--- config.mk ---
export PLATFORM = sky130hd
export DESIGN_NAME = uart_rx
export DESIGN_NICKNAME = d
export VERILOG_FILES = /design/src/uart_rx.sv
export SDC_FILE = /design/constraint.sdc
export NUM_CORES = 1
export LEC_CHECK = 0
export BUFFER_PORTS_ARGS = -buffer_cell sky130_fd_sc_hd__buf_2
export CORE_ASPECT_RATIO = 1.25
export CORE_MARGIN = 2
export CORE_UTILIZATION = 51
export DETAILED_ROUTE_END_ITERATION = 10
export PLACE_DENSITY = 0.81
export SLEW_MARGIN = 20
export SYNTH_ARGS = -nofsm -noshare
export SYNTH_HDL_FRONTEND = slang
export SYNTH_SLANG_ARGS = --single-unit
--- constraint.sdc ---
create_clock -name clk -period 2.9 [get_ports clk]
set_clock_uncertainty 0.2 [all_clocks]
set_input_delay 0 -clock clk [delete_from_list [all_inputs] [get_ports clk]]
set_output_delay 0 -clock clk [all_outputs]
set_load 0.01 [all_outputs]
--- src/uart_rx.sv ---
`timescale 1ns/1ps

module uart_rx #(
    parameter int CLKS_PER_BIT = 868
) (
    input  logic       clk,
    input  logic       rst_n,
    input  logic       rx,
    output logic [7:0] rx_byte,
    output logic       rx_valid
);

    localparam int cnt_w = $clog2(CLKS_PER_BIT + 1);

    typedef enum logic [1:0] {idle, start, data, stop} state_e;

    state_e           state;
    logic             rx_meta, rx_sync;
    logic [cnt_w-1:0] clk_cnt;
    logic [2:0]       bit_idx;
    logic [7:0]       shift;

    // two flops against metastability, idle level is high
    always_ff @(posedge clk) begin
        if (!rst_n) begin
            rx_meta <= 1'b1;
            rx_sync <= 1'b1;
        end else begin
            rx_meta <= rx;
            rx_sync <= rx_meta;
        end
    end

    always_ff @(posedge clk) begin
        if (!rst_n) begin
            state    <= idle;
            clk_cnt  <= '0;
            bit_idx  <= '0;
            rx_valid <= 1'b0;
        end else begin
            rx_valid <= 1'b0;
            case (state)
                idle: begin
                    clk_cnt <= '0;
                    if (!rx_sync) begin
                        state <= start;
                    end
                end
                // half a bit to land in the middle of the start bit
                start: begin
                    if (clk_cnt == cnt_w'(CLKS_PER_BIT / 2 - 1)) begin
                        clk_cnt <= '0;
                        bit_idx <= '0;
                        // glitch, not a real start bit
                        state   <= rx_sync ? idle : data;
                    end else begin
                        clk_cnt <= clk_cnt + 1'b1;
                    end
                end
                data: begin
                    if (clk_cnt == cnt_w'(CLKS_PER_BIT - 1)) begin
                        clk_cnt <= '0;
                        bit_idx <= bit_idx + 1'b1;
                        if (bit_idx == 3'd7) begin
                            state <= stop;
                        end
                    end else begin
                        clk_cnt <= clk_cnt + 1'b1;
                    end
                end
                stop: begin
                    if (clk_cnt == cnt_w'(CLKS_PER_BIT - 1)) begin
                        // framing error drops the byte
                        rx_valid <= rx_sync;
                        state    <= idle;
                    end else begin
                        clk_cnt <= clk_cnt + 1'b1;
                    end
                end
                default: state <= idle;
            endcase
        end
    end

    // lsb first, sampled at mid-bit
    always_ff @(posedge clk) begin
        if (state == data && clk_cnt == cnt_w'(CLKS_PER_BIT - 1)) begin
            shift <= {rx_sync, shift[7:1]};
        end
    end

    assign rx_byte = shift;

endmodule

# ---- Yosys cells after proc, flatten, opt, wreduce, memory -nomap -nowiden
# Cells that the tools add are included.
dict set report classes {
  add_sub_neg 2
  n_eq_ne 12
  n_mux 14
  reduce_logical 6
}
# cell n
set op_table {}
lappend op_table {{10-bit case mux with 4 select lines} 1}
lappend op_table {{10-bit 2-to-1 mux} 3}
lappend op_table {{2-bit 2-to-1 mux} 6}
lappend op_table {{2-bit inequality test, second input constant} 6}
lappend op_table {{10-bit by 1-bit adder with 10-bit output, second input constant} 1}
lappend op_table {{10-bit equality test, second input constant} 1}
lappend op_table {{10-bit by 9-bit equality test with 1-bit output, second input constant} 1}
lappend op_table {{2-bit case mux with 4 select lines} 1}
lappend op_table {{3-bit 2-to-1 mux} 2}
lappend op_table {{3-bit case mux with 2 select lines} 1}
lappend op_table {{3-bit AND reduction} 2}
lappend op_table {{5-bit AND reduction} 1}
lappend op_table {{2-bit equality test, second input constant} 2}
lappend op_table {{3-bit by 1-bit adder with 3-bit output, second input constant} 1}
lappend op_table {{3-bit equality test, second input constant} 1}
lappend op_table {{2-bit by 1-bit equality test with 1-bit output, second input constant} 1}
lappend op_table {{2-bit zero test} 1}
lappend op_table {{2-bit nonzero test} 1}
lappend op_table {{1-bit logical AND} 1}
dict set report totals {
  reg_bits 26
  in_bits 3
  out_inout_bits 9
  elab_cells 41
}

# ---- Longest topological paths before layout
dict set report logic_depth {
  word_depth 4
  ltp_mapped 6
}

# ---- Worst setup path before layout
# No wires, ideal clock.
dict set report synth_timing {
  kind {register to register}
  from {register clk_cnt[0]}
  to {register shift[0] (netlist: rx_byte[0]), enable pin}
  t_arrival_ns 1.213
  required_time_ns 2.369
  path_slack_ns 1.156
  path_stages_with_launch 4
  path_cell_list {dfxtp_1 -> ha_1 -> and4bb_4 -> and4_1}
}
dict set report synth_via {
  elab_chain_cells 2
}
# element line
set synth_rtl {}
lappend synth_rtl {{from (decl)} 19} ;# logic [cnt_w-1:0] clk_cnt;
lappend synth_rtl {{from (signal assigned)} 57} ;# clk_cnt <= clk_cnt + 1'b1;
lappend synth_rtl {{from (signal assigned)} 68} ;# clk_cnt <= clk_cnt + 1'b1;
lappend synth_rtl {{from (signal assigned)} 77} ;# clk_cnt <= clk_cnt + 1'b1;
lappend synth_rtl {{10-bit equality test} 87} ;# if (state == data && clk_cnt == cnt_w'(CLKS_PER_BIT - 1)) begin
lappend synth_rtl {{1-bit logical AND} 87}
lappend synth_rtl {{to (signal assigned)} 88} ;# shift <= {rx_sync, shift[7:1]};
lappend synth_rtl {{to (decl)} 21} ;# logic [7:0] shift;
# Every way passes these cells.
# A chain may end at the register's enable or synchronous reset.

# ---- Final worst setup path
# Ends and elaborated chain as after synthesis.

==> flow_summary_export.csv <==
group,metric,value,unit
layout,regArea,601,µm²
run_status,status,"complete, no violations",
critical_path,crit_path_top_delay_cell,"dfxtp_1",
placed_design,detailed_place_hpwl,1.48,mm
hold_path,hold_class,"flop to flop",
critical_path,crit_path_cell_trace,"ha_1 -> and4bb_4 -> and4_1",
pwr,power.ir.vdd_worst,268,µV
timing,tightest_slew,0.334,ns
hold_path,worstHoldStart,"rx_meta",
detailed_routing,first_pass_iters,4,
clock_tree,clk_latency,0.32,ns
layout,nFillCells,196,
placed_design,placed_cell_area,0.00124,mm²
yosys,synth-async-reset-ratio,0,%
floorplanning,die_area,0.00269,mm²
layout,fin_area,0.00132,mm²
timing,period_minus_slack,1.88,ns
detailed_routing,drtIter0Drc,6,
critical_path,reg2reg_depth,3,
critical_path,startpoint_type,"flop",
clock_tree,clkTransAtPathRegs,0.14,ns
floorplanning,die_h,57.5,µm
layout,drive_gt1_share,20.5,%
layout,final_core_util,60.5,%
global_routing,grt_pass1_wl,3.17,mm
clock_tree,cts_tree,"yes",
floorplanning,start_util,53.4,%
critical_path,rrSetupSlack,1.02,ns
detailed_routing,vias_per_cell,5.26,
yosys,yosysUniqueCellTypes,37,
timing,fmax,0.533,GHz
clock_tree,cts_resized,0,
yosys,yosysSeqAreaShare,51.4,%
yosys,yosysMostFrequentCell,"dfxtp_1",
layout,fin_cells,148,
timing,finalSetupTns,0,ns
hold_path,hold-path-endpoint,"rx_sync",
critical_path,cp-end-kind,"flop",
layout,fin_nets,125,
pwr,power_leakage,0.468,nW
global_routing,grt_max_degree,16,
placed_design,place_inst,141,
run,drv_cap,0,
yosys,yosys-top-cells-area,"dfxtp_1, edfxtp_1, xor2_1, ha_1, mux2i_1",
detailed_routing,antenna_left,0,
yosys,synth_fp_nets,109,
clock_tree,ctsHtreeMaxLevel,1,
critical_path,reg2reg_to,"rx_byte[0]",
detailed_routing,routedWlPerCell,13.0,µm
timing,slew_headroom,77.8,%
critical_path,crit_path_max_incr_delay,0.43,ns
yosys,post_synth.cell_area_avg,11.4,µm²
layout,antenna_cells,0,
floorplanning,num_rows,19,
timing,maxSlewViolCount,0,
critical_path,cp_data_required_time,2.71,ns
placed_design,place_congestion,0.799,
global_routing,grt_usage,15.8,%
yosys,yosysTopAreaCell,"dfxtp_1",
yosys,ys.flop_type,"dfxtp_1",
layout,multiInputGateArea,539,µm²
clock_tree,clk_path_buf_depth,2,
detailed_routing,vias,779,
yosys,synth-edff-count,8,
yosys,synth_cells,102,
layout,syn_to_final_growth,13.4,%
pwr,p_per_area,481,mW/mm²
critical_path,critical_path_class,"flop to flop",
timing,final_hold_viol_count,0,
critical_path,rr_startpoint,"clk_cnt[0]",
yosys,yosys.area.top_type_share,30.9,%
floorplanning,ios,12,
clock_tree,clock-sinks,26,
placed_design,numPortBuffers,11,
global_routing,grt.overflow.total,0,
timing,final.period_utilization,64.7,%
detailed_routing,drc,0,
clock_tree,root_buffer,"clkbuf_4",
yosys,synth_common_cells,"dfxtp_1, edfxtp_1, nor2_1, xor2_1",
floorplanning,core,0.00219,mm²
floorplanning,die_w,46.8,µm
critical_path,path_max_fanout,8,
detailed_routing,finalWirelength,1.93,mm
global_routing,antenna_found_initial,0,
global_routing,grt_pass1_vias,752,
clock_tree,cts_hold_buf,3,
yosys,netlist_area,0.00117,mm²
clock_tree,cts_buffers,3,
timing,setup_viol,0,
yosys,ys_seq_elements,26,
yosys,yosys_warnings,0,
critical_path,crit_arrival,1.69,ns
timing,grt_setup_unrepaired,"no",
clock_tree,cts_setup_buffers,0,
hold_path,hold_depth,1,
-- worst max path at each step --
| stage | cells past startpoint | slack, ns | endpoint | startpoint |
|---|---|---|---|---|
| 2_1_floorplan | 3 | 1.16 | rx_byte[0] | clk_cnt[0] |
| 6_report | 3 | 1.02 | rx_byte[0] | clk_cnt[0] |
| 3_5_place_dp | 3 | 1.02 | rx_byte[5] | clk_cnt[0] |
| 4_1_cts | 3 | 1.01 | rx_byte[2] | clk_cnt[0] |
| 5_1_grt | 3 | 0.94 | rx_byte[6] | clk_cnt[0] |
| 3_3_place_gp | 3 | 1.09 | rx_byte[0] | clk_cnt[0] |
-- cell type report --
cell class,count,area share [%]
clock buffer,3,1.70
clock inverter,1,2.27
inverter,2,0.567
multi-input combinational,71,40.7
sequential,26,45.4
tap,31,2.93
timing repair buffer,14,6.43
-- critical path: cells and delay by family, from the launching register on --
kind,cells,cell delay (ns)
adder cells (fa/ha/maj),1,0.23
flip-flops,1,0.43
AND/OR/NAND/NOR,2,0.71
-- metrics by stage --
stage	setup WS, ns	hold WS [ns]	power (mW)
floorplan	1.16	-0.0985	0.394
global placement	1.09	-0.0138	0.396
detailed placement	1.02	-0.00919	0.397
CTS	1.01	0.233	0.640
global route	0.936	0.244	0.653
finish	1.02	0.231	0.637
-- logic make-up after synthesis --
group	share of synthesized area, %
AOI/OAI and AO/OA	8.79
xor gates and xnor gates	6.75
adders and majority gates	4.29
buffers and inverters	2.36
DFF	51.4
muxes	2.57
and+or+nand+nor	23.8
-- cells in the final DEF (no fill, tap or decap), drive strengths merged --
cell	count
a21boi	1
a21oi	2
a41oi	2
and2	2
and2b	1
and3	3
and4	3
and4b	1
and4bb	1
buf	11
bufinv	1
clkbuf	3
dfxtp	18
dlygate4sd3	3
edfxtp	8
ha	4
inv	2
mux2i	3
nand2	6
nand2b	2
nand3	8
nand3b	1
nand4	3
nor2	8
nor2b	2
nor3	1
nor3b	1
o21a	1
o21ai	5
o221ai	1
xnor2	2
xor2	7
-- state kept, by name (all words and copies together), names as in the netlist, named ones only --
name,flops
clk_cnt,10
rx_byte,8
bit_idx,3
rx_meta,1
rx_sync,1
rx_valid,1
state,1
-- where the power goes --
group | leakage [nW] | total [mW] | internal (mW) | switching (mW)
registers | 0.217 | 0.378 | 0.375 | 0.00301
logic | 0.223 | 0.0134 | 0.00701 | 0.00636
clock network | 0.0279 | 0.245 | 0.140 | 0.106
total | 0.468 | 0.637 | 0.522 | 0.115
-- routing by layer --
layer  GRT usage, %  part of all wire, %
met5              0                    0
met4           3.57                 0.83
met3           2.85                  2.4
met2           26.4                   54
met1           20.9                   43
Power figures use the tool's default switching activity.
