==> config.mk <==
export PLATFORM = sky130hd
export DESIGN_NAME = seg7_scan
export DESIGN_NICKNAME = d
export VERILOG_FILES = /design/src/board_pkg.sv /design/src/seg7_scan.sv
export SDC_FILE = /design/constraint.sdc
export NUM_CORES = 1
export LEC_CHECK = 0
export BUFFER_PORTS_ARGS = -buffer_cell sky130_fd_sc_hd__buf_2
export CORE_AREA = 2 2 51 63
export CTS_BUF_LIST = sky130_fd_sc_hd__clkbuf_8 sky130_fd_sc_hd__clkbuf_16
export DETAILED_ROUTE_END_ITERATION = 8
export DIE_AREA = 0 0 53 65
export PLACE_DENSITY = 0.76
export SYNTH_ARGS = -nofsm -noshare
export SYNTH_HDL_FRONTEND = slang
export SYNTH_SLANG_ARGS = --single-unit
==> constraint.sdc <==
create_clock -name clk -period 3.4 [get_ports clk]
set_clock_uncertainty 0.2 [all_clocks]
set_input_delay 0 -clock clk [delete_from_list [all_inputs] [get_ports clk]]
set_output_delay 0 -clock clk [all_outputs]
set_load 0.02 [all_outputs]
==> src/board_pkg.sv <==
package board_pkg;

    // command word layout
    localparam int word_w = 32;
    localparam int op_w = 4;

    // board io widths
    localparam int led_w = 16;
    localparam int seg_digits = 4;
    localparam int key_w = 4;

    // opcode lives in the top nibble, operand below it
    typedef enum logic [op_w-1:0] {
        // no effect, pc advances
        op_nop    = 4'h0,
        // led register takes operand[15:0]
        op_led    = 4'h1,
        // display value takes operand[15:0]
        op_seg    = 4'h2,
        // wait for a key press, led register takes the key index
        op_keyled = 4'h3,
        // pc takes the operand
        op_jump   = 4'h4,
        // stop and raise halted
        op_halt   = 4'h5
    } cmd_op_e;

endpackage
==> src/seg7_scan.sv <==
`timescale 1ns/1ps

module seg7_scan #(
    parameter int SCAN_DIV = 100000
) (
    input  logic                                 clk,
    input  logic                                 rst_n,
    input  logic [4*board_pkg::seg_digits-1:0]   value,
    output logic [board_pkg::seg_digits-1:0]     seg_en,
    output logic [6:0]                           seg_out
);

    localparam int div_w = $clog2(SCAN_DIV + 1);

    logic [div_w-1:0]                div_cnt;
    logic [board_pkg::seg_digits-1:0] sel;
    logic [3:0]                      nibble;

    // gfedcba, lit segment is 0
    function automatic logic [6:0] hex_font(input logic [3:0] h);
        case (h)
            4'h0: hex_font = ~7'h3f;
            4'h1: hex_font = ~7'h06;
            4'h2: hex_font = ~7'h5b;
            4'h3: hex_font = ~7'h4f;
            4'h4: hex_font = ~7'h66;
            4'h5: hex_font = ~7'h6d;
            4'h6: hex_font = ~7'h7d;
            4'h7: hex_font = ~7'h07;
            4'h8: hex_font = ~7'h7f;
            4'h9: hex_font = ~7'h6f;
            4'ha: hex_font = ~7'h77;
            4'hb: hex_font = ~7'h7c;
            4'hc: hex_font = ~7'h39;
            4'hd: hex_font = ~7'h5e;
            4'he: hex_font = ~7'h79;
            default: hex_font = ~7'h71;
        endcase
    endfunction

    always_comb begin
        nibble = '0;
        for (int i = 0; i < board_pkg::seg_digits; i++) begin
            if (sel[i]) begin
                nibble = value[4*i +: 4];
            end
        end
    end

    always_ff @(posedge clk) begin
        if (!rst_n) begin
            div_cnt <= '0;
            sel     <= board_pkg::seg_digits'(1);
            seg_en  <= '1;
            seg_out <= '1;
        end else begin
            if (div_cnt == div_w'(SCAN_DIV - 1)) begin
                div_cnt <= '0;
                sel     <= {sel[board_pkg::seg_digits-2:0], sel[board_pkg::seg_digits-1]};
            end else begin
                div_cnt <= div_cnt + 1'b1;
            end
            // enable and pattern move together
            seg_en  <= ~sel;
            seg_out <= hex_font(nibble);
        end
    end

endmodule

* After elaboration in Yosys (flattened, before gate mapping)
Memories as Yosys holds them, arrays and structs flattened. A register that Yosys moved wholly into a read port is not among the register bits.
Index checks and enable logic that the tools add are counted.
** Storage, ports and cells
- Register bits :: 25
- Bits in read-only memories :: 112
- Input bits :: 18
- Output and inout port bits :: 11
- Memories :: 1
** Operators by class
- Add/sub/neg operators :: 1
- Eq/ne operators :: 1
- Mux-type cells :: 4
- Bitwise operators :: 2
- Reductions and logical operators :: 2
** Memory list
- (no name shown) :: depth 16, bits a word 7, read ports 1, clocked after memory_dff 1, write ports 0, RTL line seg7_scan.sv:21 : case (h)
** Operator list (number)
- $add 17x1->17 const B :: 1
- $eq 17x17->1 const B :: 1
- $mux 4 :: 4
- $not 4->4 :: 1
- $reduce_or 2->1 :: 1
- $logic_not 1->1 :: 1
- $not 1->1 :: 1

* Longest topological paths before layout
Gate-level depths: netlist of run 1.
- Depth after elaboration :: 4
- Depth in mapped cells :: 10
- Gate-level depth less buffers :: 9

* Worst setup path after synthesis of run 1
No wires, ideal clock.
- Kind :: register -> register
- Start :: register sel[1] in the netlist's numbering
- End :: register seg_out[3]
- Setup time :: 0.133 ns
- Arrival time :: 1.847 ns
- Required time :: 3.067 ns
- Slack :: 1.220 ns
- Stages on the path, launching flop included :: 10
- Path buffers :: 1
- Clock period less this slack :: 2.180 ns
- Cells stage by stage :: dfxtp_1 > buf_2 > nand3b_1 > a31oi_1 > inv_1 > ha_1 > inv_1 > a21oi_1 > a2111oi_4 > a41oi_1
** Between the ends
- Longest elaborated chain between the ends :: 3
** Ends and longest elaborated chain
- from (decl) :: RTL line seg7_scan.sv:16 : logic [board_pkg::seg_digits-1:0] sel;
- from (signal assigned) :: RTL line seg7_scan.sv:53 : sel <= board_pkg::seg_digits'(1);
- from (signal assigned) :: RTL line seg7_scan.sv:59 : sel <= {sel[board_pkg::seg_digits-2:0], sel[board_pkg::seg_digits-1]};
- $mux 4 (3 in series) :: RTL line seg7_scan.sv:44 : if (sel[i]) begin
- to (decl) :: RTL line seg7_scan.sv:10 : output logic [6:0] seg_out
No other way between the ends.
A chain may end at the register's enable or synchronous reset.

* Worst setup path in the final report of run 1
- Start :: register sel[3] in the netlist's numbering
- End :: register seg_out[3]
** Between the ends
- Longest elaborated chain between the ends :: 1
** Ends and longest elaborated chain (RTL line)
- $mux 4 :: seg7_scan.sv:44
No other way between the ends.

==> results of run 1 <==
-- through the flow --
step | setup WS (ns) | power [mW]
after detailed placement | 0.9522 | 0.4754
after global routing | 0.7351 | 0.8059
final | 0.9203 | 0.7724
after global placement | 1.091 | 0.4732
after CTS | 0.9271 | 0.7763
after floorplan | 1.220 | 0.4517
-- flip-flops by register name, indices dropped and copies added, names as in the netlist --
register,cells
div_cnt,17
seg_out,7
seg_en,4
sel,4
-- worst register-to-register path: stages (launching register included) --
cell       delay [ns]
dfxtp_1          0.43
nand2b_4         0.19
o22ai_1          0.08
a31oi_1          0.41
inv_1            0.18
ha_1             0.27
inv_1            0.11
a21oi_1          0.08
a2111oi_4        0.33
a41oi_1          0.07
-- cells in the mapped netlist (all sizes together), types with 5 or more instances --
master   n
dfxtp   32
nor2    26
nand2   24
xor2     9
ha       7
xnor2    7
buf      6
inv      6
nand3    5
nand4    5
o21ai    5
-- routing by layer --
layer  GRT usage, %  vias to the layer above  wire length [um]
met1          24.35                      601              1306
li1               -                      661                 -
met5              0                        -                 0
met2          36.09                       32              1639
met4          13.46                        0                85
met3          3.917                        9                90
-- cell families after synthesis --
family,count (synthesis),share of synthesized area [%]
flip-flops,32,40.76
buffers and inverters,12,4.458
multiplexers,4,2.548
adder cells (fa/ha/maj),7,5.573
XOR/XNOR,16,8.918
AND/OR/NAND/NOR,77,24.60
AO/OA/AOI/OAI,24,13.14
-- layout make-up --
cell class | count | area [sq um]
fill | 270 | 1074
sequential | 32 | 640.6
inverter | 6 | 22.52
clock inverter | 2 | 15.01
timing repair buffer | 29 | 150.1
tap | 36 | 45.04
clock buffer | 6 | 82.58
multi-input combinational | 128 | 860.8
-- worst max-delay path by stage --
stage	startpoint	end	slack [ns]	cells past startpoint
floorplan	sel[1]	seg_out[3]	1.22	9
global placement	sel[3]	seg_out[3]	1.09	9
detailed placement	sel[3]	seg_out[3]	0.95	9
CTS	sel[3]	seg_out[3]	0.93	9
global route	sel[3]	seg_out[3]	0.74	9
finish	sel[3]	seg_out[3]	0.92	9
-- power groups by stage --
stage / logic (mW) / clock network [mW] / registers (mW)
2_1_floorplan: 0.0425 / 0 / 0.409
3_3_place_gp: 0.0741 / 0 / 0.399
3_5_place_dp: 0.0763 / 0 / 0.399
4_1_cts: 0.0775 / 0.308 / 0.391
5_1_grt: 0.0854 / 0.328 / 0.392
6_report: 0.0776 / 0.304 / 0.391
==> impl_metrics.json, run 1 <==
{
  "synth-seq-cells": 32,
  "synth-async-reset-ratio_pct": 0,
  "finalSetupTns_ns": 0,
  "reg2reg_to": "seg_out[3]",
  "drtIter0Drc": 37,
  "period_needed_ns": 2.480,
  "worstHoldEndpoint": "seg_out[4]",
  "htree_num_levels": 2,
  "final_common_cell": "dfxtp_1",
  "area_growth_pct": 15.60,
  "status": "finished, final reports clean",
  "cp.arrival_ns": 2.43,
  "die_w_um": 53,
  "fin_area_sq_um": 1817,
  "worst_pin_slew_ns": 0.5317,
  "antenna_found_initial": 0,
  "comb_power_share_pct": 10.1,
  "dp_cells": 230,
  "drc": 0,
  "power_switching_uw": 192.5,
  "nets": 227,
  "post-cts-setup-buffer-count": 0,
  "drtAntennaViolNets": 0,
  "path_class": "reg -> reg",
  "synth-edff-count": 0,
  "place_congestion": 0.8626,
  "reg2regPathDepth": 9,
  "drv_cap": 0,
  "core_sq_um": 2890,
  "grt_max_degree": 17,
  "worst_path_max_delay_cell": "dfxtp_1",
  "cp_max_fo": 6,
  "yosysTopAreaCellShare_pct": 40.76,
  "finalCoreUtilization_pct": 62.86,
  "yosysTopAreaCell": "dfxtp_1",
  "ctsHoldBuffers": 1,
  "leakage_nw": 0.7467,
  "dp_hpwl_um": 2352,
  "grt_pass1_wl_um": 5485,
  "syn_inst": 172,
  "wirelength_um": 3121,
  "routedWlPerCell_um": 13.06,
  "syn-num-nets": 197,
  "ys.flop_type": "dfxtp_1",
  "syn_area_sq_um": 1572,
  "ys_warn_count": 0,
  "cts_buffers": 5,
  "dieHeight_um": 65,
  "clock_latency_ns": 0.28,
  "cts_resized": 0,
  "maxSlewViolCount": 0,
  "path_cells": "nand2b_4 > o22ai_1 > a31oi_1 > inv_1 > ha_1 > inv_1 > a21oi_1 > a2111oi_4 > a41oi_1",
  "whs_path_depth": 5,
  "power_per_cell_area_nw_per_um2": 425.2,
  "clk_path_buf_depth": 2,
  "ys_seq_area_share_pct": 40.76,
  "antenna_cells": 0,
  "grt_pass1_vias": 1278,
  "layout_common_cells": "dfxtp_1, buf_2, nand2_1, nor2_1, xor2_1",
  "reg2reg_slack_ns": 0.92,
  "num_rows": 22,
  "layoutNonFillerInstCount": 239,
  "setup_viol": 0,
  "power_frac_seq_pct": 50.6,
  "start_util_pct": 54.37,
  "rsz0062_at_grt": "false",
  "crit_buf_inv": 2,
  "cpLargestDelayFamily": "compound AO/OA/AOI/OAI gates",
  "clk_pin_slew_ns": 0.07,
  "worstPathRequired_ns": 3.35,
  "die-area_sq_um": 3445,
  "grt-ovfl-total": 0,
  "yosys-top-cells-area": "dfxtp_1, nand2_1, nor2_1, ha_1, xor2_1",
  "crit_top_cell": "inv_1",
  "slowest_delay_ns": 0.43,
  "port_buffers": 28,
  "synth.distinct_cells": 42,
  "switching_share_pct": 24.92,
  "io_pins": 29,
  "fmax_mhz": 403.3,
  "drt-pass1-iter-count": 4,
  "finalHoldViolCount": 0,
  "cts_tree": "yes",
  "cp-start-kind": "flop",
  "fin_crit_sh_pct": 72.93,
  "hp-class": "in -> reg",
  "whs_ns": 0.06520,
  "endpoint_kind": "flop",
  "place_area_sq_um": 1709,
  "grt_use_total_pct": 21.51,
  "internal_power_uw": 579.9,
  "via_count": 1303,
  "power_frac_clock_pct": 39.4,
  "ir_worst_vdd_v": 0.0002353,
  "avgViaCountPerCell": 5.452,
  "root_buffer": "clkbuf_8",
  "synth.avg_cell_area_sq_um": 9.137,
  "rr_startpoint": "sel[3]",
  "relSlewSlack_pct": 64.55,
  "hp-start": "value[10]",
  "clock-sinks": 32,
  "drive_above_1_share_pct": 23.15
}
Power figures use the tool's default switching activity.
==> run 2, diff against run 1 <==
--- a/config.mk
+++ b/config.mk
@@ -6,11 +6,11 @@
 export NUM_CORES = 1
 export LEC_CHECK = 0
 export BUFFER_PORTS_ARGS = -buffer_cell sky130_fd_sc_hd__buf_2
-export CORE_AREA = 2 2 51 63
+export CORE_AREA = 2 2 53 65
 export CTS_BUF_LIST = sky130_fd_sc_hd__clkbuf_8 sky130_fd_sc_hd__clkbuf_16
 export DETAILED_ROUTE_END_ITERATION = 8
-export DIE_AREA = 0 0 53 65
-export PLACE_DENSITY = 0.76
+export DIE_AREA = 0 0 55 67
+export PLACE_DENSITY = 0.72
 export SYNTH_ARGS = -nofsm -noshare
 export SYNTH_HDL_FRONTEND = slang
 export SYNTH_SLANG_ARGS = --single-unit
==> constraint.sdc (replaced) <==
create_clock -name clk -period 2.5 [get_ports clk]
set_clock_uncertainty 0.2 [all_clocks]
set_input_delay 0 -clock clk [delete_from_list [all_inputs] [get_ports clk]]
set_output_delay 0 -clock clk [all_outputs]
set_load 0.02 [all_outputs]
==> impl_metrics.json, run 2 (synthesis results as in run 1) <==
{
  "status": "finished, final reports clean",
  "ctsHoldBuffers": 1,
  "maxSlewViolCount": 0,
  "grt_use_total_pct": 18.88,
  "final_common_cell": "dfxtp_1",
  "drtIter0Drc": 22,
  "drc": 0,
  "finalHoldViolCount": 0,
  "die-area_sq_um": 3685,
  "clock_latency_ns": 0.28,
  "wirelength_um": 3111,
  "cp.arrival_ns": 2.27,
  "endpoint_kind": "flop",
  "io_pins": 29,
  "avgViaCountPerCell": 5.475,
  "path_cells": "nand2b_4 > o221ai_1 > inv_1 > ha_1 > inv_1 > a21oi_1 > a2111oi_4 > a41oi_1",
  "clock-sinks": 32,
  "period_needed_ns": 2.332,
  "whs_ns": 0.01442,
  "drtAntennaViolNets": 0,
  "antenna_cells": 0,
  "worst_pin_slew_ns": 0.4992,
  "dieHeight_um": 67,
  "grt_pass1_vias": 1187,
  "htree_num_levels": 2,
  "place_congestion": 0.9005,
  "crit_top_cell": "inv_1",
  "clk_pin_slew_ns": 0.07,
  "ir_worst_vdd_v": 0.0005033,
  "layout_common_cells": "dfxtp_1, buf_2, nand2_1, nor2_1, xor2_1",
  "num_rows": 22,
  "drt-pass1-iter-count": 4,
  "cts_resized": 0,
  "fmax_mhz": 428.9,
  "die_w_um": 55,
  "slowest_delay_ns": 0.46,
  "antenna_found_initial": 0,
  "routedWlPerCell_um": 12.96,
  "drv_cap": 0,
  "port_buffers": 28,
  "core_sq_um": 3028,
  "reg2reg_slack_ns": 0.17,
  "cp-start-kind": "flop",
  "worst_path_max_delay_cell": "dfxtp_1",
  "fin_crit_sh_pct": 93.27,
  "cp_max_fo": 6,
  "fillers": 279,
  "cts_tree": "yes",
  "area_growth_pct": 16.72,
  "nets": 228,
  "multi_input_area_sq_um": 860.8,
  "drive_above_1_share_pct": 23.04,
  "start_util_pct": 51.90,
  "clk_path_buf_depth": 2,
  "worstPathRequired_ns": 2.44,
  "cts_buffers": 5,
  "power_per_cell_area_nw_per_um2": 605.3,
  "root_buffer": "clkbuf_8",
  "fin_area_sq_um": 1834,
  "setup_viol": 0,
  "largest-register": "div_cnt",
  "grt_pass1_wl_um": 4926,
  "path_class": "reg -> reg",
  "hp-class": "in -> reg",
  "place_area_sq_um": 1717,
  "via_count": 1314,
  "leakage_nw": 0.7674,
  "grt_max_degree": 17,
  "relSlewSlack_pct": 66.64,
  "grt-ovfl-total": 0,
  "finalSetupTns_ns": 0,
  "reg_top3": "div_cnt: 17 flops, seg_out: 7 flops",
  "largest_register_ffs": 17,
  "ff_latch_area_sq_um": 640.6,
  "rsz0062_at_grt": "false",
  "finalCoreUtilization_pct": 60.58,
  "dp_hpwl_um": 2324,
  "post-cts-setup-buffer-count": 0,
  "total_power_mw": 1.110
}
[run 2: cell types whose count changed in the layout (fill, tap and decap cells not counted), sizes merged]
cell and delta:
inv +1, buf +1, clkbuf -1, clkinvlp -2
clkinv +1, bufinv +1
[run 2: layout make-up]
class,instances,share of cell area [%]
multi-input combinational,128,46.93
sequential,32,34.92
timing repair buffer,30,8.595
clock buffer,5,3.752
tap,36,2.456
clock inverter,3,2.115
inverter,6,1.228
[run 2: path summary, 6_finish.rpt]
kind / startpoint / to / depth (start not counted)
max: sel[2] / seg_out[3] / 8
min reg2reg: sel[3] / seg_en[3] / 1
max reg2reg: sel[2] / seg_out[3] / 8
min: value[10] / seg_out[4] / 5
[run 2: metal layers]
metal	share of wire, %	GRT usage, %	vias to the layer above
met5	0	0	-
met4	2.5	12.20	0
met3	4.1	4.709	5
met2	51	31.99	34
met1	42	19.86	617
li1	-	-	658
[run 2: stage by stage]
stage	cells	setup slack, ns
after global placement	231	0.3053
after floorplan	172	0.3197
after CTS	240	0.1840
final	240	0.1683
after detailed placement	231	0.1998
after global routing	240	0.005289
[run 2: report_power, final]
| part | internal [mW] | leakage [nW] | switching [mW] |
|---|---|---|---|
| Clock | 0.291 | 0.0593 | 0.180 |
| Combinational | 0.0427 | 0.447 | 0.0637 |
| Sequential | 0.525 | 0.261 | 0.00741 |
| Total | 0.859 | 0.767 | 0.252 |
[run 2: worst max-delay path: cells and delay by family, from the launching register on]
kind / cells / cell delay, ns
flops: 1 / 0.46
compound gates: 4 / 0.90
buf+inv: 2 / 0.27
fa+ha+maj: 1 / 0.25
simple gates: 1 / 0.10
