## src/board_pkg.sv

```systemverilog
package board_pkg;

    // command word layout
    localparam int word_w = 32;
    localparam int op_w = 4;

    // board io widths
    localparam int led_w = 16;
    localparam int seg_digits = 4;
    localparam int key_w = 4;

    // opcode lives in the top nibble, operand below it
    typedef enum logic [op_w-1:0] {
        // no effect, pc advances
        op_nop    = 4'h0,
        // led register takes operand[15:0]
        op_led    = 4'h1,
        // display value takes operand[15:0]
        op_seg    = 4'h2,
        // wait for a key press, led register takes the key index
        op_keyled = 4'h3,
        // pc takes the operand
        op_jump   = 4'h4,
        // stop and raise halted
        op_halt   = 4'h5
    } cmd_op_e;

endpackage
```

## src/uart_loader.sv

```systemverilog
`timescale 1ns/1ps

module uart_loader #(
    parameter int RAM_AW = 10
) (
    input  logic                       clk,
    input  logic                       rst_n,
    input  logic [7:0]                 rx_byte,
    input  logic                       rx_valid,
    output logic                       wr_en,
    output logic [RAM_AW-1:0]          wr_addr,
    output logic [board_pkg::word_w-1:0] wr_data,
    output logic                       done,
    output logic [RAM_AW:0]            word_count
);

    localparam int depth = 2 ** RAM_AW;

    logic                         have_count;
    logic [1:0]                   byte_sel;
    logic [7:0]                   remaining;
    logic [RAM_AW-1:0]            next_addr;
    logic                         last_wr;
    logic [board_pkg::word_w-1:0] word_buf;

    always_ff @(posedge clk) begin
        if (!rst_n) begin
            have_count <= 1'b0;
            byte_sel   <= '0;
            remaining  <= '0;
            next_addr  <= '0;
            wr_en      <= 1'b0;
            wr_addr    <= '0;
            last_wr    <= 1'b0;
            done       <= 1'b0;
            word_count <= '0;
        end else begin
            wr_en   <= 1'b0;
            last_wr <= 1'b0;
            // done follows the last write by one cycle
            if (last_wr) begin
                done <= 1'b1;
            end
            if (rx_valid && !have_count) begin
                have_count <= 1'b1;
                remaining  <= rx_byte;
                // never run the engine past the end of memory
                if (int'(rx_byte) >= depth) begin
                    word_count <= (RAM_AW + 1)'(depth);
                end else begin
                    word_count <= (RAM_AW + 1)'(rx_byte);
                end
                // empty program
                if (rx_byte == 8'd0) begin
                    last_wr <= 1'b1;
                end
            end else if (rx_valid && remaining != 8'd0) begin
                byte_sel <= byte_sel + 1'b1;
                if (byte_sel == 2'd3) begin
                    wr_en     <= 1'b1;
                    wr_addr   <= next_addr;
                    next_addr <= next_addr + 1'b1;
                    remaining <= remaining - 1'b1;
                    last_wr   <= (remaining == 8'd1);
                end
            end
        end
    end

    // bytes come lsb first, so shift in from the top
    always_ff @(posedge clk) begin
        if (rx_valid && have_count) begin
            word_buf <= {rx_byte, word_buf[board_pkg::word_w-1:8]};
            if (byte_sel == 2'd3) begin
                wr_data <= {rx_byte, word_buf[board_pkg::word_w-1:8]};
            end
        end
    end

    // memory is frozen once the engine may be running
    a_no_write_after_done: assert property (
        @(posedge clk) disable iff (!rst_n) done |-> !wr_en
    );

endmodule

```

## config.mk

```make
export PLATFORM = sky130hd
export DESIGN_NAME = uart_loader
export DESIGN_NICKNAME = d
export VERILOG_FILES = /design/src/board_pkg.sv /design/src/uart_loader.sv
export SDC_FILE = /design/constraint.sdc
export NUM_CORES = 1
export LEC_CHECK = 0
export BUFFER_PORTS_ARGS = -buffer_cell sky130_fd_sc_hd__buf_2
export CELL_PAD_IN_SITES_DETAIL_PLACEMENT = 0
export CELL_PAD_IN_SITES_GLOBAL_PLACEMENT = 2
export CORE_MARGIN = 1
export CORE_UTILIZATION = 39
export DETAILED_ROUTE_END_ITERATION = 10
export PLACE_DENSITY_LB_ADDON = 0.08
export SLEW_MARGIN = 20
export SYNTH_ARGS = -nofsm -noshare
export SYNTH_HDL_FRONTEND = slang
export SYNTH_SLANG_ARGS = --single-unit
```

## constraint.sdc

```tcl
create_clock -name clk -period 6.7 [get_ports clk]
set_input_delay 0.335 -clock clk [delete_from_list [all_inputs] [get_ports clk]]
set_output_delay 0.335 -clock clk [all_outputs]
set_load 0.02 [all_outputs]
```

After elaboration in Yosys (flattened, before gate mapping)
Index checks and enable logic that the tools add are counted.
{"block": "classes", "mux": 8, "n_eq_ne": 2, "bitwise_logic": 3, "reduce_logical": 13, "n_addsub": 3}
{"cell": "2-to-1 mux 8 bit", "n": 3}
{"cell": "adder 10 x 1 -> 10 bit (second input constant)", "n": 1}
{"cell": "equality test 8 x 1 -> 1 bit (second input constant)", "n": 1}
{"cell": "zero test 8 bit", "n": 1}
{"cell": "nonzero test 8 bit", "n": 1}
{"cell": "subtractor 8 x 1 -> 8 bit (second input constant)", "n": 1}
{"cell": "AND reduction 2 bit", "n": 3}
{"cell": "2-to-1 mux 1 bit", "n": 5}
{"cell": "nonzero test 2 bit", "n": 2}
{"cell": "logical AND 1 bit", "n": 3}
{"cell": "NOT 1 bit", "n": 3}
{"cell": "AND reduction 3 bit", "n": 1}
{"cell": "OR reduction 3 bit", "n": 1}
{"cell": "adder 2 x 1 -> 2 bit (second input constant)", "n": 1}
{"cell": "equality test 2 bit (second input constant)", "n": 1}
{"cell": "zero test 1 bit", "n": 1}
{"block": "totals", "output_inout_bits": 55, "elab_cells": 40, "regBits": 106, "inputBits": 11}

Depth between registers and ports, before layout
Gate-level depths: netlist of the first run.
{"block": "logic_depth", "word_depth": 4, "mapped_depth": 8, "ltp_nobuf": 6}

Worst setup path after synthesis of the first run
No wires, ideal clock.
{"block": "synth_path", "path_kind": "reg-to-reg", "start": "register byte_sel[0]", "end": "register remaining[7]", "setup_time_ps": 134, "stages_incl_launch_ff": 7, "path_buffers": 0, "synth_period_minus_slack_ps": 2394, "required_ps": 6566, "arrival_ps": 2260, "setup_slack_ps": 4306, "path_cell_list": "dfxtp_1 ha_1 nand3_2 clkinv_1 and2_1 a222oi_1 a21oi_1"}
{"block": "synth_between", "elab_chain_len": 3}
{"item": "start: declaration", "line_no": "uart_loader.sv:20", "rtl": "logic [1:0] byte_sel;"}
{"item": "start signal: assignment", "line_no": "uart_loader.sv:58", "rtl": "byte_sel <= byte_sel + 1'b1;"}
{"item": "equality test 2 bit", "line_no": "uart_loader.sv:59", "rtl": "if (byte_sel == 2'd3) begin"}
{"item": "nonzero test 2 bit (no source line)"}
{"item": "AND reduction 2 bit (no source line)"}
{"item": "end signal: assignment", "line_no": "uart_loader.sv:46", "rtl": "remaining <= rx_byte;"}
{"item": "end signal: assignment", "line_no": "uart_loader.sv:63", "rtl": "remaining <= remaining - 1'b1;"}
{"item": "end: declaration", "line_no": "uart_loader.sv:21", "rtl": "logic [7:0] remaining;"}
Every way passes these cells.
A chain may end at the register's enable or synchronous reset.

Worst setup path after layout of the first run
{"block": "layout_path", "start": "register byte_sel[0]", "end": "register next_addr[5]"}
{"block": "layout_between", "elab_chain_len": 2}
{"item": "equality test 2 bit", "line_no": "uart_loader.sv:59"}
{"item": "AND reduction 3 bit (no source line)"}
{"item": "end signal: assignment", "line_no": "uart_loader.sv:62", "rtl": "next_addr <= next_addr + 1'b1;"}
{"item": "end: declaration", "line_no": "uart_loader.sv:22", "rtl": "logic [RAM_AW-1:0] next_addr;"}
Every way passes these cells.

==> flow_summary.ini, run 1 <==
[status]
status = complete, but fails checks
violations = design-rule violations

[clocking]
cts_inserted_buffers = 9
cts.repair.resized = 0
clock_tree.root_cell = clkbuf_8
cts_buffer_depth = 2
cts_hold_buf = 0
htree_levels = 3
cts_tree = yes
cts.sinks = 98
clock_latency_ns = 0.36
postCtsSetupBuffers = 0
cts.clk_slew.worst_paths_ns = 0.10

[critical_path]
critPathCaptureType = register
cp_max_fo = 39
startpoint_type = register
cp.arrival_ns = 2.58
crit_required_ns = 6.99
crit_type = register to register

[timing]
fin_setup_tns_ns = 0
slew_headroom_pct = 45.4
fin_crit_sh_pct = 34.1
setup_slack_ns = 4.41
fin_crit_ns = 2.29
final_hold_viol_count = 0
clock_skew_ns = 0.0102
fmax_mhz = 437
setup_viol = 0
tightest_slew_ns = 0.818
rsz0062_at_grt = no
maxSlewViolCount = 0

[floorplanning]
start_util_pct = 40.9
fp.dieH_um = 98.1
rows = 34
fp.dieArea_mm2 = 0.00961
core_mm2 = 0.00881
boundaryPins = 66
fp.dieW_um = 98.1

[yosys]
yosys_warnings = 0
syn_area_mm2 = 0.00360
seq_area_frac_synth_pct = 70.1
synthDistinctLibCells = 48
avgSynthCellArea_um2 = 12.8
ys_ff_latch = 98
synth_edf_count = 56
syn-instance-count = 282
synthFlopType = edfxtp_1
async_flop_share_pct = 0

[final_layout]
layout-drive-gt1-share_pct = 25.3
area_delta_synth_final_pct = 16.6
finalNonFillerCells = 460
nFillCells = 826
num-nets-final = 363
n_antenna_cell = 0

[global_route]
grt_max_degree = 40
antenna_found_initial = 0
grt_usage_pct = 15.7
grt_pass1_vias = 2219
grt_pass1_wl_um = 11700
gr-total-overflow = 0

[pwr]
sequentialPowerShare_pct = 60.7
intPower_mw = 0.808
finalPower_mw = 1.08
ir_worst_vdd_v = 0.0000965
cellPowerDensity_mw_per_mm2 = 257
leakagePower_nw = 1.55
netSwitchingFraction_pct = 25.1
combPwrFrac_pct = 5.6
p_clk_share_pct = 33.7
p_sw_mw = 0.271

[drt]
vias_per_cell = 4.95
drc_errors = 11
dr_total_vias = 2276
firstDrtPassIters = 7
ant_nets = 0
routed_wl_um = 7070
drtIter0Drc = 138
wl_per_cell_um = 15.4

[placed_design]
place_ws_ns = 4.35
dp.cells = 444
gp_congestion = 0.862
place_hpwl_um = 4730
port_buffers = 62

[job]
cap_violations = 0

[min_path]
hp-class = input port to register
[power groups by stage]
stage	Combinational (mW)	Clock [mW]	Sequential [mW]
CTS	0.0604	0.371	0.655
detailed placement	0.0603	0	0.669
global placement	0.0615	0	0.669
floorplan	0.0397	0	0.670
finish	0.0604	0.363	0.655
global route	0.0668	0.401	0.657
[cell usage after synthesis, types with 2 or more instances]
master,number,area [um2]
nand3b_1,4,30.0
edfxtp_1,56,1680
a31oi_1,4,25.0
nand3_1,8,40.0
and2_1,2,12.5
inv_1,6,22.5
or4_1,2,15.0
buf_2,2,10.0
nand2b_1,5,31.3
nor2_1,11,41.3
a21boi_0,2,15.0
a211oi_1,2,15.0
dfxtp_1,42,841
a21oi_1,27,135
nand4_1,4,25.0
xnor2_1,6,52.6
clkbuf_1,6,22.5
o21ai_0,2,10.0
nor4_1,3,18.8
buf_4,3,22.5
a21oi_2,2,17.5
ha_1,5,62.6
nand2_1,47,176
or4b_1,2,20.0
and3_1,3,18.8
mux2i_1,4,40.0
[critical path, cell delays in order (launching register included)]
cell and delay [ns]:
dfxtp_1 0.37, ha_1 0.25, nand3_2 0.16, clkinv_1 0.07
buf_4 0.41, o21ai_4 0.26, or4_1 0.55, a21oi_1 0.15
[cell type report]
class / instances / area (um2) / area share (%)
Clock inverter: 6 / 61.3 / 1.46
Clock buffer: 10 / 128 / 3.04
Timing Repair Buffer: 65 / 333 / 7.94
Sequential cell: 98 / 2520 / 60.1
Multi-Input combinational cell: 166 / 988 / 23.6
Tap cell: 108 / 135 / 3.22
Inverter: 7 / 26.3 / 0.626
[cells in the final DEF (no fill, tap or decap), types with 2 or more instances in the layout]
cell type / synthesis / layout
buf_2: 2 / 62
edfxtp_1: 56 / 56
nand2_1: 47 / 47
dfxtp_1: 42 / 42
a21oi_1: 27 / 27
nor2_1: 11 / 11
clkbuf_8: 0 / 9
nand3_1: 8 / 8
inv_1: 6 / 6
xnor2_1: 6 / 6
nand2b_1: 5 / 5
ha_1: 5 / 5
nand3b_1: 4 / 4
nand4_1: 4 / 4
a31oi_1: 4 / 4
mux2i_1: 4 / 4
nor4_1: 3 / 3
and3_1: 3 / 3
conb_1: 1 / 3
buf_4: 3 / 3
or4b_1: 2 / 2
a21oi_2: 2 / 2
a21boi_0: 2 / 2
o21ai_0: 2 / 2
a211oi_1: 2 / 2
or4_1: 2 / 2
clkinv_4: 0 / 2
[routing by layer]
layer	vias to the layer above	share of wire, %	track usage [%]
li1	1143	-	-
met1	1061	49	21.9
met2	70	45	23.5
met3	2	5.5	4.65
met4	0	0.51	5.01
met5	-	0	0
[registers in the layout, summed over array words and instances (netlist names), 2 cells and up]
name	flops
remaining	8
word_count	8
word_buf	24
wr_data	32
next_addr	10
byte_sel	2
wr_addr	10
[path summary, 6_finish.rpt]
kind | startpoint | cells after the start | end | slack [ns]
max reg2reg | byte_sel[0] | 7 | next_addr[5] | 4.41
max | byte_sel[0] | 7 | next_addr[5] | 4.41
min | rx_byte[6] | 1 | word_buf[30] | 0.21
min reg2reg | word_buf[9] | 0 | wr_data[1] | 0.43
[kinds of logic after synthesis]
| group | count (synthesis) | synth area share [%] |
|---|---|---|
| flip-flops | 98 | 70.1 |
| adder cells (fa/ha/maj) | 5 | 1.74 |
| AND/OR/NAND/NOR | 98 | 13.6 |
| other | 1 | 0.104 |
| multiplexers | 4 | 1.11 |
| AO/OA/AOI/OAI | 50 | 9.18 |
| XOR/XNOR | 6 | 1.46 |
| buffers and inverters | 20 | 2.68 |
[metrics by stage]
stage | hold WS [ns] | area, um2 | utilization, %
6_report | 0.210 | 4190 | 47.6
5_1_grt | 0.182 | 4190 | 47.6
4_1_cts | 0.196 | 4190 | 47.6
3_5_place_dp | 0.405 | 4000 | 45.5
3_3_place_gp | 0.401 | 4000 | 45.5
2_1_floorplan | 0.400 | 3610 | -
(Power assumes the default switching activity.)
==> inputs of run 2 (changes only) <==
Settings changed: ABC_AREA from default to 1, CORE_UTILIZATION 39 to 36.
Clock period 6.7 ns to 2.26 ns, I/O delays scaled along.
==> flow_summary.ini, run 2 <==
[clocking]
clock_latency_ns = 0.36
cts_inserted_buffers = 9
cts.repair.resized = 0
clock_tree.root_cell = clkbuf_8
cts.sinks = 98
cts.clk_slew.worst_paths_ns = 0.10
postCtsSetupBuffers = 0
htree_levels = 3
cts_tree = yes
cts_buffer_depth = 2

[global_route]
gr-total-overflow = 0
grt_max_degree = 37
antenna_found_initial = 0
grt_usage_pct = 14.4
grt_pass1_vias = 2357
grt_pass1_wl_um = 12000

[final_layout]
postLayoutCellArea_mm2 = 0.00443
multiInputGateArea_mm2 = 0.00104
top_register = wr_data
n_antenna_cell = 0
final_cell_mix = 72 x nand2_1, 62 x buf_2, 56 x edfxtp_1, 42 x dfxtp_1, 31 x a21oi_1
regArea_mm2 = 0.00252
nFillCells = 975
reg_top3 = wr_data (32), word_buf (24)
area_delta_synth_final_pct = 18.3
final_common_cell = nand2_1
largest_register_ffs = 32
num-nets-final = 424
fin_util_pct = 44.7
layout-drive-gt1-share_pct = 24.2

[yosys]
synth_area_leaders = edfxtp_1 45%, dfxtp_1 22%, nand2_1 7.2%, a21oi_1 4.1%, nand3_1 2.5%
synth_most_common_cell = nand2_1
avgSynthCellArea_um2 = 11.2
ys_ff_latch = 98
async_flop_share_pct = 0
synthFlopType = edfxtp_1
syn_area_mm2 = 0.00374
synth_top_cell_by_area = edfxtp_1
syn-instance-count = 335
synthDistinctLibCells = 34
synthTopCellsByCount = 72 x nand2_1, 56 x edfxtp_1, 42 x dfxtp_1
seq_area_frac_synth_pct = 67.4
yosys_warnings = 0
synth_edf_count = 56
synth_top_area_share_pct = 44.9

[timing]
maxSlewViolCount = 0
slew_headroom_pct = 62.1
fin_crit_sh_pct = 77.3
rsz0062_at_grt = no
fin_crit_ns = 1.75
fmax_mhz = 572
fin_setup_tns_ns = 0
clock_skew_ns = 0.0101
setup_viol = 0
tightest_slew_ns = 0.568
final_hold_viol_count = 0

[critical_path]
cp_max_fo = 36
critPathCaptureType = register
crit_required_ns = 2.57
startpoint_type = register
crit_type = register to register
cp.arrival_ns = 2.05

[floorplanning]
boundaryPins = 66
core_mm2 = 0.00991
start_util_pct = 37.8
fp.dieArea_mm2 = 0.0108
rows = 36
fp.dieW_um = 104
fp.dieH_um = 104

[pwr]
combPwrFrac_pct = 7.2
intPower_mw = 2.52
ir_worst_vdd_v = 0.000236
cellPowerDensity_mw_per_mm2 = 750
p_sw_mw = 0.802
finalPower_mw = 3.32
netSwitchingFraction_pct = 24.1
sequentialPowerShare_pct = 58.5
leakagePower_nw = 1.78
p_clk_share_pct = 34.3

[job]
cap_violations = 0

[drt]
dr_total_vias = 2478
wl_per_cell_um = 13.4
drtIter0Drc = 105
drc_errors = 0
vias_per_cell = 4.54
ant_nets = 0
routed_wl_um = 7300
firstDrtPassIters = 4

[placed_design]
port_buffers = 62
place_hpwl_um = 5010
gp_congestion = 0.769
dpl-instance-area_mm2 = 0.00417

[min_path]
hp-class = input port to register

[status]
status = completed
==> run 2: cell count changes after synthesis, moves of 4 or more <==
| cell | delta |
|---|---|
| nand3b_1 | -4 |
| mux2i_1 | -4 |
| inv_1 | +18 |
| a21oi_1 | +4 |
| nand3_1 | +11 |
| xnor2_1 | -6 |
| a31oi_1 | -4 |
| nor2_1 | +11 |
| nand2b_1 | -5 |
| nand2_1 | +25 |
| o21ai_1 | +11 |
==> run 2: final timing paths <==
| path | from | end | slack [ns] | depth (start not counted) |
|---|---|---|---|---|
| max | remaining[0] | last_wr | 0.51 | 9 |
| min | rx_byte[0] | wr_data[24] | 0.02 | 1 |
| max reg2reg | remaining[0] | last_wr | 0.51 | 9 |
| min reg2reg | word_buf[10] | wr_data[2] | 0.43 | 0 |
==> run 2: through the flow <==
stage	std cells	setup slack (ns)	hold slack (ns)
2_1_floorplan	337	0.379	0.212
3_3_place_gp	524	0.565	0.340
3_5_place_dp	524	0.506	0.347
4_1_cts	546	0.476	0.00737
5_1_grt	546	0.330	0.0117
6_report	546	0.512	0.0184
==> run 2: critical path, cell delays in order, from the launching register on <==
cell	delay (ns)
dfxtp_1	0.37
inv_1	0.11
ha_1	0.24
nand2_4	0.10
nor2_8	0.06
nor2_8	0.41
inv_4	0.13
nor2_2	0.13
nand3_1	0.08
nand2_1	0.06
==> run 2: cell type report <==
class	count	area share, %
flip-flops and latches	98	57.0
multi-input cells	201	23.4
repair buffers	71	8.88
well taps	133	3.76
clock buffers	9	2.80
inverters	27	2.43
clock inverters	7	1.72
==> run 2: what timing repair did <==
| action | 4_1_cts | 5_1_grt |
|---|---|---|
| hold buffers | 6 | 0 |
| hold endpoints to repair | 12 | 0 |
| endpoints found under the setup margin | 0 | 0 |
==> run 2: kinds of logic after synthesis <==
family | synth area share, %
AND/OR/NAND/NOR | 17.6
flip-flops | 67.4
AO/OA/AOI/OAI | 7.39
buffers and inverters | 5.11
adder cells (fa/ha/maj) | 1.67
XOR/XNOR | 0.702
other | 0.100
==> run 2: power by group through the flow <==
stage,Combinational (mW),Clock [mW],Sequential [mW]
CTS,0.243,1.19,1.94
global placement,0.235,0,1.98
global route,0.269,1.25,1.95
finish,0.240,1.14,1.94
detailed placement,0.234,0,1.98
floorplan,0.162,0,1.99
==> run 2: layer usage <==
layer  GRT usage (%)  vias to the layer above  part of all wire [%]
met5               0                        -                     0
met4            7.65                        0                   2.3
met3            2.63                       12                   3.1
met2            22.4                       52                    44
met1            19.2                     1143                    50
li1                -                     1271                     -
